===== config.mk =====
export PLATFORM = sky130hd
export DESIGN_NAME = walksat_top
export DESIGN_NICKNAME = d
export VERILOG_FILES = /design/src/source/sat_formula_pkg.sv /design/src/source/sat_search_pkg.sv /design/src/source/lfsr_32.sv /design/src/source/clause_store.sv /design/src/source/break_counter.sv /design/src/source/heuristic_selector.sv /design/src/source/walksat_controller.sv /design/src/source/walksat_top.sv
export SDC_FILE = /design/constraint.sdc
export NUM_CORES = 1
export LEC_CHECK = 0
export ABC_AREA = 1
export BUFFER_PORTS_ARGS = -buffer_cell sky130_fd_sc_hd__buf_2
export CAP_MARGIN = 20
export CORE_ASPECT_RATIO = 0.5
export CORE_MARGIN = 2
export CORE_UTILIZATION = 30
export DETAILED_ROUTE_END_ITERATION = 7
export PLACE_DENSITY = 0.44
export SYNTH_ARGS = -nofsm -noshare
export SYNTH_HDL_FRONTEND = slang
export SYNTH_SLANG_ARGS = --single-unit

===== constraint.sdc =====
create_clock -name clk -period 24.2 [get_ports clk]
set_input_delay 7.26 -clock clk [delete_from_list [all_inputs] [get_ports clk]]
set_output_delay 7.26 -clock clk [all_outputs]
set_load 0.01 [all_outputs]

===== src/source/sat_formula_pkg.sv =====
/* sat formula package
   sizes and types for literals, clauses, whole formulas and variable assignments */
package sat_formula_pkg;

    // formula dimensions
    localparam int NUM_VARS    = 8;
    localparam int VAR_BITS    = 3;
    localparam int NUM_CLAUSES = 16;
    localparam int CLAUSE_BITS = 4;
    // literals per clause, 3-sat
    localparam int NSAT        = 3;

    // one literal, 5 bits
    typedef struct packed {
        logic                valid;
        // set when the literal is the negated variable
        logic                neg;
        logic [VAR_BITS-1:0] var_idx;
    } literal_t;

    // one clause, 16 bits, literal 0 in the low bits
    typedef struct packed {
        logic                      valid;
        literal_t [NSAT-1:0]       lits;
    } clause_t;

    // whole formula, clause 0 in the low bits
    typedef clause_t [NUM_CLAUSES-1:0] clause_array_t;

    // variable values, bit n is variable n, 1 means true
    typedef logic [NUM_VARS-1:0] assign_t;

    // true when a valid literal evaluates true under the assignment
    function automatic logic lit_is_true(literal_t lit, assign_t a);
        return lit.valid & (a[lit.var_idx] ^ lit.neg);
    endfunction

endpackage


===== src/source/sat_search_pkg.sv =====
/* sat search package
   constants and types of the local search, break values, selection and result */
package sat_search_pkg;

    import sat_formula_pkg::*;

    // a variable appears in at most 16 clauses, so 5 bits hold any break value
    localparam int BREAK_BITS = 5;
    localparam int SEL_BITS   = 2;
    // no valid literal in the clause
    localparam logic [SEL_BITS-1:0] SEL_NONE = 2'd3;

    // random word above this value takes a random walk step
    localparam logic [31:0] WALK_THRESHOLD = 32'h6E147AE0;

    // flip limit and counter width
    localparam int FLIP_BITS = 10;
    localparam logic [FLIP_BITS-1:0] MAX_FLIPS = 10'd1023;

    // galois lfsr, x^32 + x^22 + x^2 + x + 1
    localparam logic [31:0] LFSR_TAPS = 32'h8020_0003;
    localparam logic [31:0] LFSR_SEED = 32'h1D87_2B41;

    // break values of the target clause, literal 0 in the low bits
    typedef struct packed {
        logic [NSAT-1:0][BREAK_BITS-1:0] value;
        logic [NSAT-1:0]                 valid;
    } break_vec_t;

    typedef struct packed {
        logic [SEL_BITS-1:0] idx;
        // choice came from a random walk step
        logic                walk;
    } selection_t;

    typedef struct packed {
        logic                 sat;
        assign_t              assignment;
        logic [FLIP_BITS-1:0] flips;
    } result_t;

endpackage


===== src/source/lfsr_32.sv =====
/* lfsr_32
   32-bit galois lfsr, one new random word per search step */
`timescale 1ns/1ps

module lfsr_32 import sat_search_pkg::*; (
    input  logic        clk,
    input  logic        rst_i,
    input  logic        step_i,
    output logic [31:0] rnd_o
);

    logic [31:0] lfsr_q;

    // shift right, feed the dropped bit back into the tap positions
    always_ff @(posedge clk) begin
        if (rst_i) begin
            lfsr_q <= LFSR_SEED;
        end else if (step_i) begin
            if (lfsr_q[0]) begin
                lfsr_q <= {1'b0, lfsr_q[31:1]} ^ LFSR_TAPS;
            end else begin
                lfsr_q <= {1'b0, lfsr_q[31:1]};
            end
        end
    end

    // nonzero seed keeps it out of the lock-up state
    assign rnd_o = lfsr_q;

endmodule


===== src/source/clause_store.sv =====
/* clause store
   clause register file with a write port and a search for the first unsatisfied clause */
`timescale 1ns/1ps

module clause_store import sat_formula_pkg::*; (
    input  logic                   clk,
    input  logic                   rst_i,
    // host write port
    input  logic                   load_i,
    input  logic [CLAUSE_BITS-1:0] load_addr_i,
    input  clause_t                load_clause_i,
    // current assignment from the controller
    input  assign_t                assign_i,
    output clause_array_t          clauses_o,
    output logic                   all_sat_o,
    output clause_t                unsat_clause_o
);

    clause_array_t           clauses_q;
    logic [NUM_CLAUSES-1:0]  clause_sat;
    logic [CLAUSE_BITS-1:0]  unsat_idx;

    // all slots come out of reset invalid, so an unloaded slot is ignored
    always_ff @(posedge clk) begin
        if (rst_i) begin
            clauses_q <= '0;
        end else if (load_i) begin
            clauses_q[load_addr_i] <= load_clause_i;
        end
    end

    // evaluate every clause against the assignment
    always_comb begin
        for (int c = 0; c < NUM_CLAUSES; c++) begin
            // invalid clause counts as satisfied
            clause_sat[c] = ~clauses_q[c].valid;
            for (int l = 0; l < NSAT; l++) begin
                if (lit_is_true(clauses_q[c].lits[l], assign_i)) begin
                    clause_sat[c] = 1'b1;
                end
            end
        end
    end

    // priority search, lowest unsatisfied clause wins
    always_comb begin
        unsat_idx = '0;
        // scan downward so the last hit is the lowest index
        for (int c = NUM_CLAUSES - 1; c >= 0; c--) begin
            if (!clause_sat[c]) begin
                unsat_idx = CLAUSE_BITS'(c);
            end
        end
    end

    assign all_sat_o = &clause_sat;

    // only meaningful while all_sat_o is low
    assign unsat_clause_o = clauses_q[unsat_idx];

    // whole formula goes to the break counter
    assign clauses_o = clauses_q;

endmodule


===== src/source/break_counter.sv =====
/* break counter
   break values of the target clause literals against every stored clause */
`timescale 1ns/1ps

module break_counter
    import sat_formula_pkg::*;
    import sat_search_pkg::*;
(
    input  clause_array_t clauses_i,
    input  assign_t       assign_i,
    // lowest unsatisfied clause
    input  clause_t       target_i,
    output break_vec_t    breaks_o
);

    // clause is held true by exactly one literal
    logic [NUM_CLAUSES-1:0] single_true;
    // variable of that one true literal
    logic [VAR_BITS-1:0]    true_var [NUM_CLAUSES];
    logic [NSAT-1:0][BREAK_BITS-1:0] break_cnt;

    // per clause, count true literals and remember the last true variable
    always_comb begin
        int unsigned n_true;
        for (int c = 0; c < NUM_CLAUSES; c++) begin
            n_true      = 0;
            true_var[c] = '0;
            for (int l = 0; l < NSAT; l++) begin
                if (lit_is_true(clauses_i[c].lits[l], assign_i)) begin
                    n_true      = n_true + 1;
                    true_var[c] = clauses_i[c].lits[l].var_idx;
                end
            end
            single_true[c] = clauses_i[c].valid && (n_true == 1);
        end
    end

    // a clause breaks when its only true literal sits on the flipped variable
    always_comb begin
        for (int k = 0; k < NSAT; k++) begin
            break_cnt[k] = '0;
            if (target_i.lits[k].valid) begin
                for (int c = 0; c < NUM_CLAUSES; c++) begin
                    if (single_true[c] && (true_var[c] == target_i.lits[k].var_idx)) begin
                        break_cnt[k] = break_cnt[k] + BREAK_BITS'(1);
                    end
                end
            end
        end
    end

    // the target clause is false, so its own literals never add to the count
    assign breaks_o.value = break_cnt;

    // literal valid bits pass straight to the selector
    always_comb begin
        for (int k = 0; k < NSAT; k++) begin
            breaks_o.valid[k] = target_i.lits[k].valid;
        end
    end

endmodule


===== src/source/heuristic_selector.sv =====
/* heuristic selector
   walksat choice among up to three literals, zero break first, then random walk or min break */
`timescale 1ns/1ps

module heuristic_selector
    import sat_formula_pkg::*;
    import sat_search_pkg::*;
(
    input  break_vec_t  breaks_i,
    input  logic [31:0] random_i,
    output selection_t  select_o
);

    logic [BREAK_BITS-1:0] bv [NSAT];
    logic [NSAT-1:0]       valid;
    logic [NSAT-1:0]       is_zero;
    logic                  has_zero;
    logic                  random_walk;
    logic [1:0]            num_valid;
    // lowest and highest valid literal, used when exactly two are valid
    logic [SEL_BITS-1:0]   lo_idx;
    logic [SEL_BITS-1:0]   hi_idx;
    logic [SEL_BITS-1:0]   zero_idx;
    logic [SEL_BITS-1:0]   min3_idx;

    assign valid = breaks_i.valid;

    always_comb begin
        for (int k = 0; k < NSAT; k++) begin
            bv[k]      = breaks_i.value[k];
            // only valid literals can claim a zero break
            is_zero[k] = valid[k] && (breaks_i.value[k] == '0);
        end
    end

    assign has_zero    = |is_zero;
    assign random_walk = random_i > WALK_THRESHOLD;

    // count valid literals and locate the outer two
    always_comb begin
        num_valid = '0;
        lo_idx    = SEL_NONE;
        hi_idx    = SEL_NONE;
        zero_idx  = SEL_NONE;
        for (int k = 0; k < NSAT; k++) begin
            if (valid[k]) begin
                num_valid = num_valid + 2'd1;
                hi_idx    = SEL_BITS'(k);
                if (lo_idx == SEL_NONE) begin
                    lo_idx = SEL_BITS'(k);
                end
            end
            // ascending scan, highest zero-break literal wins
            if (is_zero[k]) begin
                zero_idx = SEL_BITS'(k);
            end
        end
    end

    // greedy pick over three literals
    // literal 0 only on a strict win, ties between 1 and 2 go to 2
    always_comb begin
        if (bv[0] < bv[1] && bv[0] < bv[2]) begin
            min3_idx = 2'd0;
        end else if (bv[2] <= bv[0] && bv[2] <= bv[1]) begin
            min3_idx = 2'd2;
        end else begin
            min3_idx = 2'd1;
        end
    end

    always_comb begin
        select_o.idx  = SEL_NONE;
        select_o.walk = 1'b0;
        if (num_valid == 2'd0) begin
            select_o.idx = SEL_NONE;
        end else if (has_zero) begin
            select_o.idx = zero_idx;
        end else if (num_valid == 2'd1) begin
            // single literal, nothing to choose
            select_o.idx = lo_idx;
        end else if (random_walk) begin
            select_o.walk = 1'b1;
            if (num_valid == 2'd2) begin
                select_o.idx = random_i[7] ? hi_idx : lo_idx;
            end else begin
                select_o.idx = SEL_BITS'(random_i[5:0] % NSAT);
            end
        end else if (num_valid == 2'd2) begin
            // ties go to the higher literal
            select_o.idx = (bv[lo_idx] < bv[hi_idx]) ? lo_idx : hi_idx;
        end else begin
            select_o.idx = min3_idx;
        end
    end

endmodule


===== src/source/walksat_controller.sv =====
/* walksat controller
   search fsm holding the assignment, the flip counter and the reported result */
`timescale 1ns/1ps

module walksat_controller
    import sat_formula_pkg::*;
    import sat_search_pkg::*;
(
    input  logic       clk,
    input  logic       rst_i,
    input  logic       start_i,
    input  logic       all_sat_i,
    input  clause_t    unsat_clause_i,
    input  selection_t select_i,
    output assign_t    assign_o,
    output logic       step_o,
    output logic       busy_o,
    output logic       done_o,
    output result_t    result_o
);

    typedef enum logic [1:0] {
        IDLE,
        CHECK,
        FLIP,
        DONE
    } state_t;

    state_t               state_q;
    assign_t              assign_q;
    logic [FLIP_BITS-1:0] flips_q;
    literal_t             flip_lit;
    logic                 flip_en;

    // literal named by the selector, none for the sentinel index
    assign flip_lit = (select_i.idx < SEL_BITS'(NSAT)) ? unsat_clause_i.lits[select_i.idx] : '0;
    assign flip_en  = flip_lit.valid;

    always_ff @(posedge clk) begin
        if (rst_i) begin
            state_q  <= IDLE;
            assign_q <= '0;
            flips_q  <= '0;
            done_o   <= 1'b0;
            result_o <= '0;
        end else begin
            done_o <= 1'b0;
            case (state_q)
                IDLE: begin
                    // every search starts from all false
                    if (start_i) begin
                        assign_q <= '0;
                        flips_q  <= '0;
                        state_q  <= CHECK;
                    end
                end
                CHECK: begin
                    if (all_sat_i || flips_q == MAX_FLIPS) begin
                        state_q <= DONE;
                    end else begin
                        state_q <= FLIP;
                    end
                end
                FLIP: begin
                    if (flip_en) begin
                        assign_q[flip_lit.var_idx] <= ~assign_q[flip_lit.var_idx];
                    end
                    // counted even without a literal so the search always ends
                    flips_q <= flips_q + FLIP_BITS'(1);
                    state_q <= CHECK;
                end
                default: begin
                    // assignment unchanged since CHECK, all_sat still holds
                    result_o.sat        <= all_sat_i;
                    result_o.assignment <= assign_q;
                    result_o.flips      <= flips_q;
                    done_o              <= 1'b1;
                    state_q             <= IDLE;
                end
            endcase
        end
    end

    assign assign_o = assign_q;
    // lfsr moves on once per flip
    assign step_o   = (state_q == FLIP);
    assign busy_o   = (state_q != IDLE);

endmodule


===== src/source/walksat_top.sv =====
/* walksat top
   clause store, break counter, selector, lfsr and controller wired together */
`timescale 1ns/1ps

module walksat_top
    import sat_formula_pkg::*;
    import sat_search_pkg::*;
(
    input  logic                   clk,
    input  logic                   rst_i,
    input  logic                   load_i,
    input  logic [CLAUSE_BITS-1:0] load_addr_i,
    input  clause_t                load_clause_i,
    input  logic                   start_i,
    output logic                   busy_o,
    output logic                   done_o,
    output result_t                result_o
);

    clause_array_t clauses;
    assign_t       assignment;
    logic          all_sat;
    clause_t       unsat_clause;
    break_vec_t    breaks;
    logic [31:0]   rnd;
    selection_t    selection;
    logic          step;

    clause_store i_store (
        .clk            (clk),
        .rst_i          (rst_i),
        .load_i         (load_i),
        .load_addr_i    (load_addr_i),
        .load_clause_i  (load_clause_i),
        .assign_i       (assignment),
        .clauses_o      (clauses),
        .all_sat_o      (all_sat),
        .unsat_clause_o (unsat_clause)
    );

    // break values of the first unsatisfied clause
    break_counter i_break (
        .clauses_i (clauses),
        .assign_i  (assignment),
        .target_i  (unsat_clause),
        .breaks_o  (breaks)
    );

    heuristic_selector i_sel (
        .breaks_i (breaks),
        .random_i (rnd),
        .select_o (selection)
    );

    lfsr_32 i_lfsr (
        .clk    (clk),
        .rst_i  (rst_i),
        .step_i (step),
        .rnd_o  (rnd)
    );

    walksat_controller i_ctrl (
        .clk            (clk),
        .rst_i          (rst_i),
        .start_i        (start_i),
        .all_sat_i      (all_sat),
        .unsat_clause_i (unsat_clause),
        .select_i       (selection),
        .assign_o       (assignment),
        .step_o         (step),
        .busy_o         (busy_o),
        .done_o         (done_o),
        .result_o       (result_o)
    );

endmodule


# Word-level counts from Yosys, hierarchy flattened
# Index checks and enable logic that the tools add are counted.
[classes]
addsub = 80
n_div = 1
magnitude_cmp = 63
n_eq_ne = 73
muxes = 404
n_bitwise = 116
n_reduce_logical = 84
[op_table]
columns = ["operator", "n"]
rows = [
  ["two-way mux 32 bit", 33],
  ["adder 32 x 1 -> 32 bit (second input constant)", 16],
  ["equality test 32 x 1 -> 1 bit (second input constant)", 16],
  ["two-way mux 5 bit", 99],
  ["bitwise mux 256 bit", 1],
  ["adder 5 x 1 -> 5 bit (second input constant)", 45],
  ["less-than comparator 3 x 4 -> 1 bit (second input constant)", 49],
  ["binary-select mux 1 bit (select 3 bit)", 49],
  ["equality test 3 bit", 48],
  ["two-way mux 3 bit", 48],
  ["two-way mux 1 bit", 120],
  ["logical AND 1 bit", 71],
  ["binary-select mux 16 bit (select 4 bit)", 1],
  ["demux 16 bit (select 4 bit)", 1],
  ["two-way mux 4 bit", 16],
  ["AND 1 bit", 48],
  ["bitwise XOR 1 bit", 48],
  ["two-way mux 2 bit", 23],
  ["adder 1 x 1 -> 2 bit (second input constant)", 17],
  ["greater-than comparator 32 x 31 -> 1 bit (second input constant)", 1],
  ["remainder unit 6 x 2 -> 32 bit (second input constant)", 1],
  ["binary-select mux 5 bit (select 2 bit)", 3],
  ["one-hot mux 10 bit (2 select lines)", 1],
  ["NOT 1 bit", 17],
  ["other kinds (32)", 49],
]
[totals]
ff_bits = 328
in_bits = 24
output_inout_bits = 21
wordCells = 989

# Depth between registers and ports, before layout
[depth]
depth_word = 94
ltp_mapped = 114
ltp_nobuf = 109

# Cells and area by module
# From an unflattened synthesis, not the netlist that was laid out.
[unflattened]
hier_cells = 6090
hier_area_um2 = 34870.9
[modules_own_cells]
columns = ["mod", "n_inst", "cells_each", "area_per_inst_um2", "seq_area_each_um2"]
rows = [
  ["clause_store", 1, 2590, 16081.7, 5124.9],
  ["break_counter", 1, 2801, 14114.8, 0.0],
  ["walksat_controller", 1, 281, 1928.1, 800.8],
  ["heuristic_selector", 1, 269, 1551.5, 0.0],
  ["lfsr_32", 1, 149, 1194.9, 640.6],
]

# Worst setup path before layout
# OpenSTA, ideal clock, no wires.
[synth_path]
kind = "reg2reg"
startpoint = "reg i_ctrl.assign_q[6], in the netlist i_ctrl.assign_o[6]"
endpoint = "reg i_ctrl.assign_q[0], in the netlist i_ctrl.assign_o[0]"
setup_time_ns = 0.117
arrival_time_ns = 12.467
required_time_ns = 24.083
path_slack_ns = 11.616
stages_incl_launch_ff = 101
path_buffers = 6
synth_period_minus_slack_ns = 12.584
cell_sequence = "dfxtp_1 -> buf_6 -> inv_4 -> buf_6 -> a21oi_1 -> o21ai_1 -> nand2_1 -> inv_2 -> o21ai_1 -> nor2_1 -> or3_4 -> nand2_1 -> inv_2 -> nand3_2 -> nand2_1 -> nand2_1 -> nand2_1 -> nand2_1 -> (+65 left out) -> o221ai_1 -> a2111oi_0 -> nand2_1 -> a31oi_1 -> nand2_1 -> nand2_1 -> nand2_1 -> nand2_2 -> nand2_2 -> buf_8 -> nor2_2 -> nor2_1 -> nor2_2 -> nand2_1 -> nand2_1 -> nand2_4 -> nand3_2 -> a21oi_2"
[synth_between]
elab_chain_len = 94
elab_cells_between_ends = 724
cone_classes = "add/sub (79); order compare (8); eq/ne (69); mux (393); bitwise (99); reduce/logical (76)"
[synth_lines]
columns = ["element", "line", "rtl"]
rows = [
  ["start: declaration", "walksat_controller.sv:30", "assign_t assign_q;"],
  ["start signal: indexed assignment", "walksat_controller.sv:66", "assign_q[flip_lit.var_idx] <= ~assign_q[flip_lit.var_idx];"],
  ["binary-select mux 1 bit (select 3 bit)", "sat_formula_pkg.sv:35", "return lit.valid & (a[lit.var_idx] ^ lit.neg);"],
  ["two-way mux 1 bit (not written as such)", "sat_formula_pkg.sv:35", ""],
  ["bitwise XOR 1 bit", "sat_formula_pkg.sv:35", ""],
  ["AND 1 bit", "sat_formula_pkg.sv:35", ""],
  ["two-way mux 1 bit (3 in a row)", "clause_store.sv:38", "if (lit_is_true(clauses_q[c].lits[l], assign_i)) begin"],
  ["two-way mux 4 bit (16 in a row)", "clause_store.sv:50", "if (!clause_sat[c]) begin"],
  ["binary-select mux 16 bit (select 4 bit)", "clause_store.sv:59", "assign unsat_clause_o = clauses_q[unsat_idx];"],
  ["two-way mux 15 bit (not written as such)", "clause_store.sv:59", ""],
  ["(+61 left out)", "--", ""],
  ["two-way mux 5 bit", "walksat_controller.sv:36", "assign flip_lit = (select_i.idx < SEL_BITS'(NSAT)) ? unsat_clause_i.lits[select_i.idx] : '0;"],
  ["less-than comparator 3 x 4 -> 1 bit (not written as such) / >= comparator 3 x 1 -> 1 bit (equally long branches)", "walksat_controller.sv:66", ""],
  ["logical AND 1 bit (not written as such)", "walksat_controller.sv:66", ""],
  ["two-way mux 1 bit (not written as such)", "walksat_controller.sv:66", ""],
  ["demux 1 bit (select 3 bit)", "--", ""],
  ["bitwise mux 8 bit", "walksat_controller.sv:66", ""],
  ["two-way mux 8 bit", "walksat_controller.sv:65", "if (flip_en) begin"],
  ["one-hot mux 8 bit (2 select lines)", "walksat_controller.sv:48", "case (state_q)"],
]
# Several ways; a longest one is shown, not always the timed one. The select of a mux whose other input is x is not followed.
# A chain may end at the register's enable or synchronous reset.

# Worst setup path after layout
[layout_path]
startpoint = "reg i_ctrl.assign_q[2], in the netlist i_ctrl.assign_o[2]"
endpoint = "reg i_ctrl.assign_q[2], in the netlist i_ctrl.assign_o[2]"
# The elaborated chain is that of the path after synthesis.

==> run_results.csv <==
group,metric,value,unit
setup_path,crit_required,24.67,ns
setup_path,max_stage_delay,0.60,ns
yosys,syn_nets,4920,
clocking,cts_buffers,40,
floorplan,coreArea,0.0960,sq mm
timing,worstMarginPinSlew,1.19,ns
yosys,ys_warn_count,0,
route,wl_per_cell,20.8,microns
floorplan,rows,80,
yosys,synth_area_per_cell,6.11,sq um
route,drc,0,
timing,finalCritPeriodShare,71.3,%
floorplan,fp.dieW,446,microns
grt,grt_use_total,24.3,%
job,drv_cap,0,
clocking,clk_latency,0.62,ns
place,port_buffers,44,
setup_path,cp_max_fo,55,
final_layout,area_growth_syn_to_layout,8.19,%
grt,grt_max_degree,137,
final_layout,final_area,0.0317,sq mm
timing,fin_crit,17.24,ns
timing,clock-skew-final,0.0272,ns
clocking,cts-hold-fix-buffers,0,
final_layout,drive_gt1_share,9.99,%
setup_path,cp-end-kind,"flop",
yosys,synth_cell_types,68,
route,drtIter0Drc,2891,
setup_path,crit_arrival,17.71,ns
final_layout,multi_input_area,0.0192,sq mm
timing,setup_viol_count_final,0,
clocking,cts_resized,0,
setup_path,slowest_stage,"buf_4",
final_layout,final_cell_mix,"nand2_1, inv_1, nand3_1, a21oi_1, o21ai_0",
timing,tns,0,ns
timing,slew-limit-headroom,20.2,%
clocking,clock_sinks,328,
clocking,cts_tree,"yes",
yosys,yosysSeqAreaShare,22.4,%
clocking,clk_pin_slew,0.06,ns
route,vias,31700,
floorplan,initial_core_util,30.5,%
setup_path,r2r_slack,6.96,ns
yosys,synth_seq_cells,328,
route,via_per_inst,5.28,
timing,clock.fmax,58.0,MHz
setup_path,critical_path_class,"flop to flop",
final_layout,layout_commonest_cell,"nand2_1",
route,drt-pass1-iter-count,5,
timing,slew_viol_final,0,
clocking,ctsLongestPathBuffers,3,
pwr,finalPower,1.77,mW
floorplan,die_y,225,microns
grt,antenna_found_initial,4,
pwr,max-vdd-ir-drop,0.0438,mV
yosys,yosys_most_used_dff,"dfxtp_1",
final_layout,nNetsFinal,4836,
outcome,status,"complete, no violations",
yosys,synthesis.instances,4790,
final_layout,num-fill-cells,10500,
pwr,cellLeakagePower,14.4,nW
final_layout,seqCellArea,0.00657,sq mm
floorplan,dieArea,0.100,sq mm
grt,grt_pass1_wl,184000,microns
setup_path,worst_setup_path_start_kind,"flop",
yosys,async_reset_ff_share,0,%
floorplan,io_pins,45,
clocking,cts_max_level,2,
route,wl,125000,microns
yosys,synth_edf_count,0,
timing,timing.hold.ws,0.451,ns
clocking,post_cts_buffers,0,
timing,rsz0062_at_grt,"false",
final_layout,post-route-util,33.0,%
place,gp_congestion,0.950,
yosys,synth.cell_area,0.0293,sq mm
place,dpl_cell_area,0.0303,sq mm
place,dp.final_hpwl,88800,microns
grt,grt_pass1_vias,28900,
pwr,p_per_area,56.0,mW/mm^2
hold_path,min_path_type,"flop to flop",
timing,hold_violations,0,
setup_path,cp_common_cell,"nand2_1",
clocking,clockRootBuffer,"clkbuf_16",
grt,grt-ovfl-total,0,
route,ant_nets,0,
-- per-layer routing --
layer / GRT usage (%) / wire, microns / up-vias
met5: 0 / 0 / -
met4: 6.92 / 3590 / 0
met3: 3.17 / 8150 / 165
met2: 38.3 / 53800 / 973
met1: 34.5 / 59200 / 14900
li1: - / - / 15700
-- critical path: cells and delay by family (launching register included) --
family,cells,cell delay [ns]
flip-flops,1,0.41
adder cells (fa/ha/maj),11,3.14
buffers and inverters,16,3.20
AO/OA/AOI/OAI,11,1.76
AND/OR/NAND/NOR,64,8.18
XOR/XNOR,2,0.26
-- power breakdown --
part | switching [mW] | internal [mW]
clock network | 0.283 | 0.390
registers | 0.0181 | 0.555
logic | 0.385 | 0.143
-- cell families (layout without fill, tap and decap cells) --
logic type / after synthesis / after routing / share of synthesized area [%]
XOR/XNOR: 105 / 105 / 3.17
buffers and inverters: 859 / 803 / 12.1
adder cells (fa/ha/maj): 106 / 106 / 4.53
AND/OR/NAND/NOR: 2188 / 2188 / 35.1
other: 0 / 1 / 0
AO/OA/AOI/OAI: 1200 / 1200 / 22.6
flip-flops: 328 / 328 / 22.4
multiplexers: 4 / 4 / 0.137
-- cells in the mapped netlist, types with 18 or more instances --
| cell | count | area, sq um |
|---|---|---|
| or2_2 | 23 | 144 |
| nand3_2 | 79 | 791 |
| xor2_1 | 64 | 561 |
| nand3b_1 | 30 | 225 |
| nand4_1 | 24 | 150 |
| nand2_2 | 70 | 438 |
| o21ai_0 | 452 | 2260 |
| clkbuf_1 | 113 | 424 |
| nor2_1 | 357 | 1340 |
| a31oi_1 | 26 | 163 |
| o211ai_1 | 71 | 533 |
| nand2_1 | 983 | 3690 |
| dfxtp_1 | 328 | 6570 |
| or2_1 | 18 | 113 |
| buf_2 | 35 | 175 |
| xnor2_1 | 40 | 350 |
| nor3_1 | 40 | 200 |
| o21ai_1 | 85 | 425 |
| o21a_1 | 33 | 248 |
| inv_1 | 567 | 2130 |
| a21oi_1 | 452 | 2260 |
| inv_2 | 76 | 285 |
| ha_1 | 106 | 1330 |
| nand3_1 | 472 | 2360 |
-- layout make-up --
type,instances,area share (%)
well taps,1271,5.02
flip-flops and latches,328,20.8
clock inverters,14,0.739
diodes,1,0.00790
multi-input cells,3603,60.6
repair buffers,71,1.34
clock buffers,56,3.67
inverters,662,7.89
-- final timing paths --
check	depth (start not counted)	endpoint	start
setup / recovery	104	i_ctrl.assign_o[2]	i_ctrl.assign_o[2]
hold / removal	1	i_ctrl.state_q[1]	i_ctrl.state_q[1]
setup reg to reg	104	i_ctrl.assign_o[2]	i_ctrl.assign_o[2]
hold reg to reg	1	i_ctrl.state_q[1]	i_ctrl.state_q[1]
-- state kept, by name, summed over array words and instances (netlist names) --
signal / count
i_store.clauses_o: 256
i_lfsr.rnd_o: 32
i_ctrl.result_o: 19
i_ctrl.flips_q: 10
i_ctrl.assign_o: 8
i_ctrl.state_q: 2
i_ctrl.done_o: 1
-- through the flow --
| stage | std cells | worst slack, ns |
|---|---|---|
| after floorplan | 4790 | 11.62 |
| after global placement | 5935 | 7.29 |
| after detailed placement | 5935 | 7.23 |
| after CTS | 6005 | 7.17 |
| after global routing | 6005 | 5.54 |
| final | 6006 | 6.96 |
(Power assumes the default switching activity.)
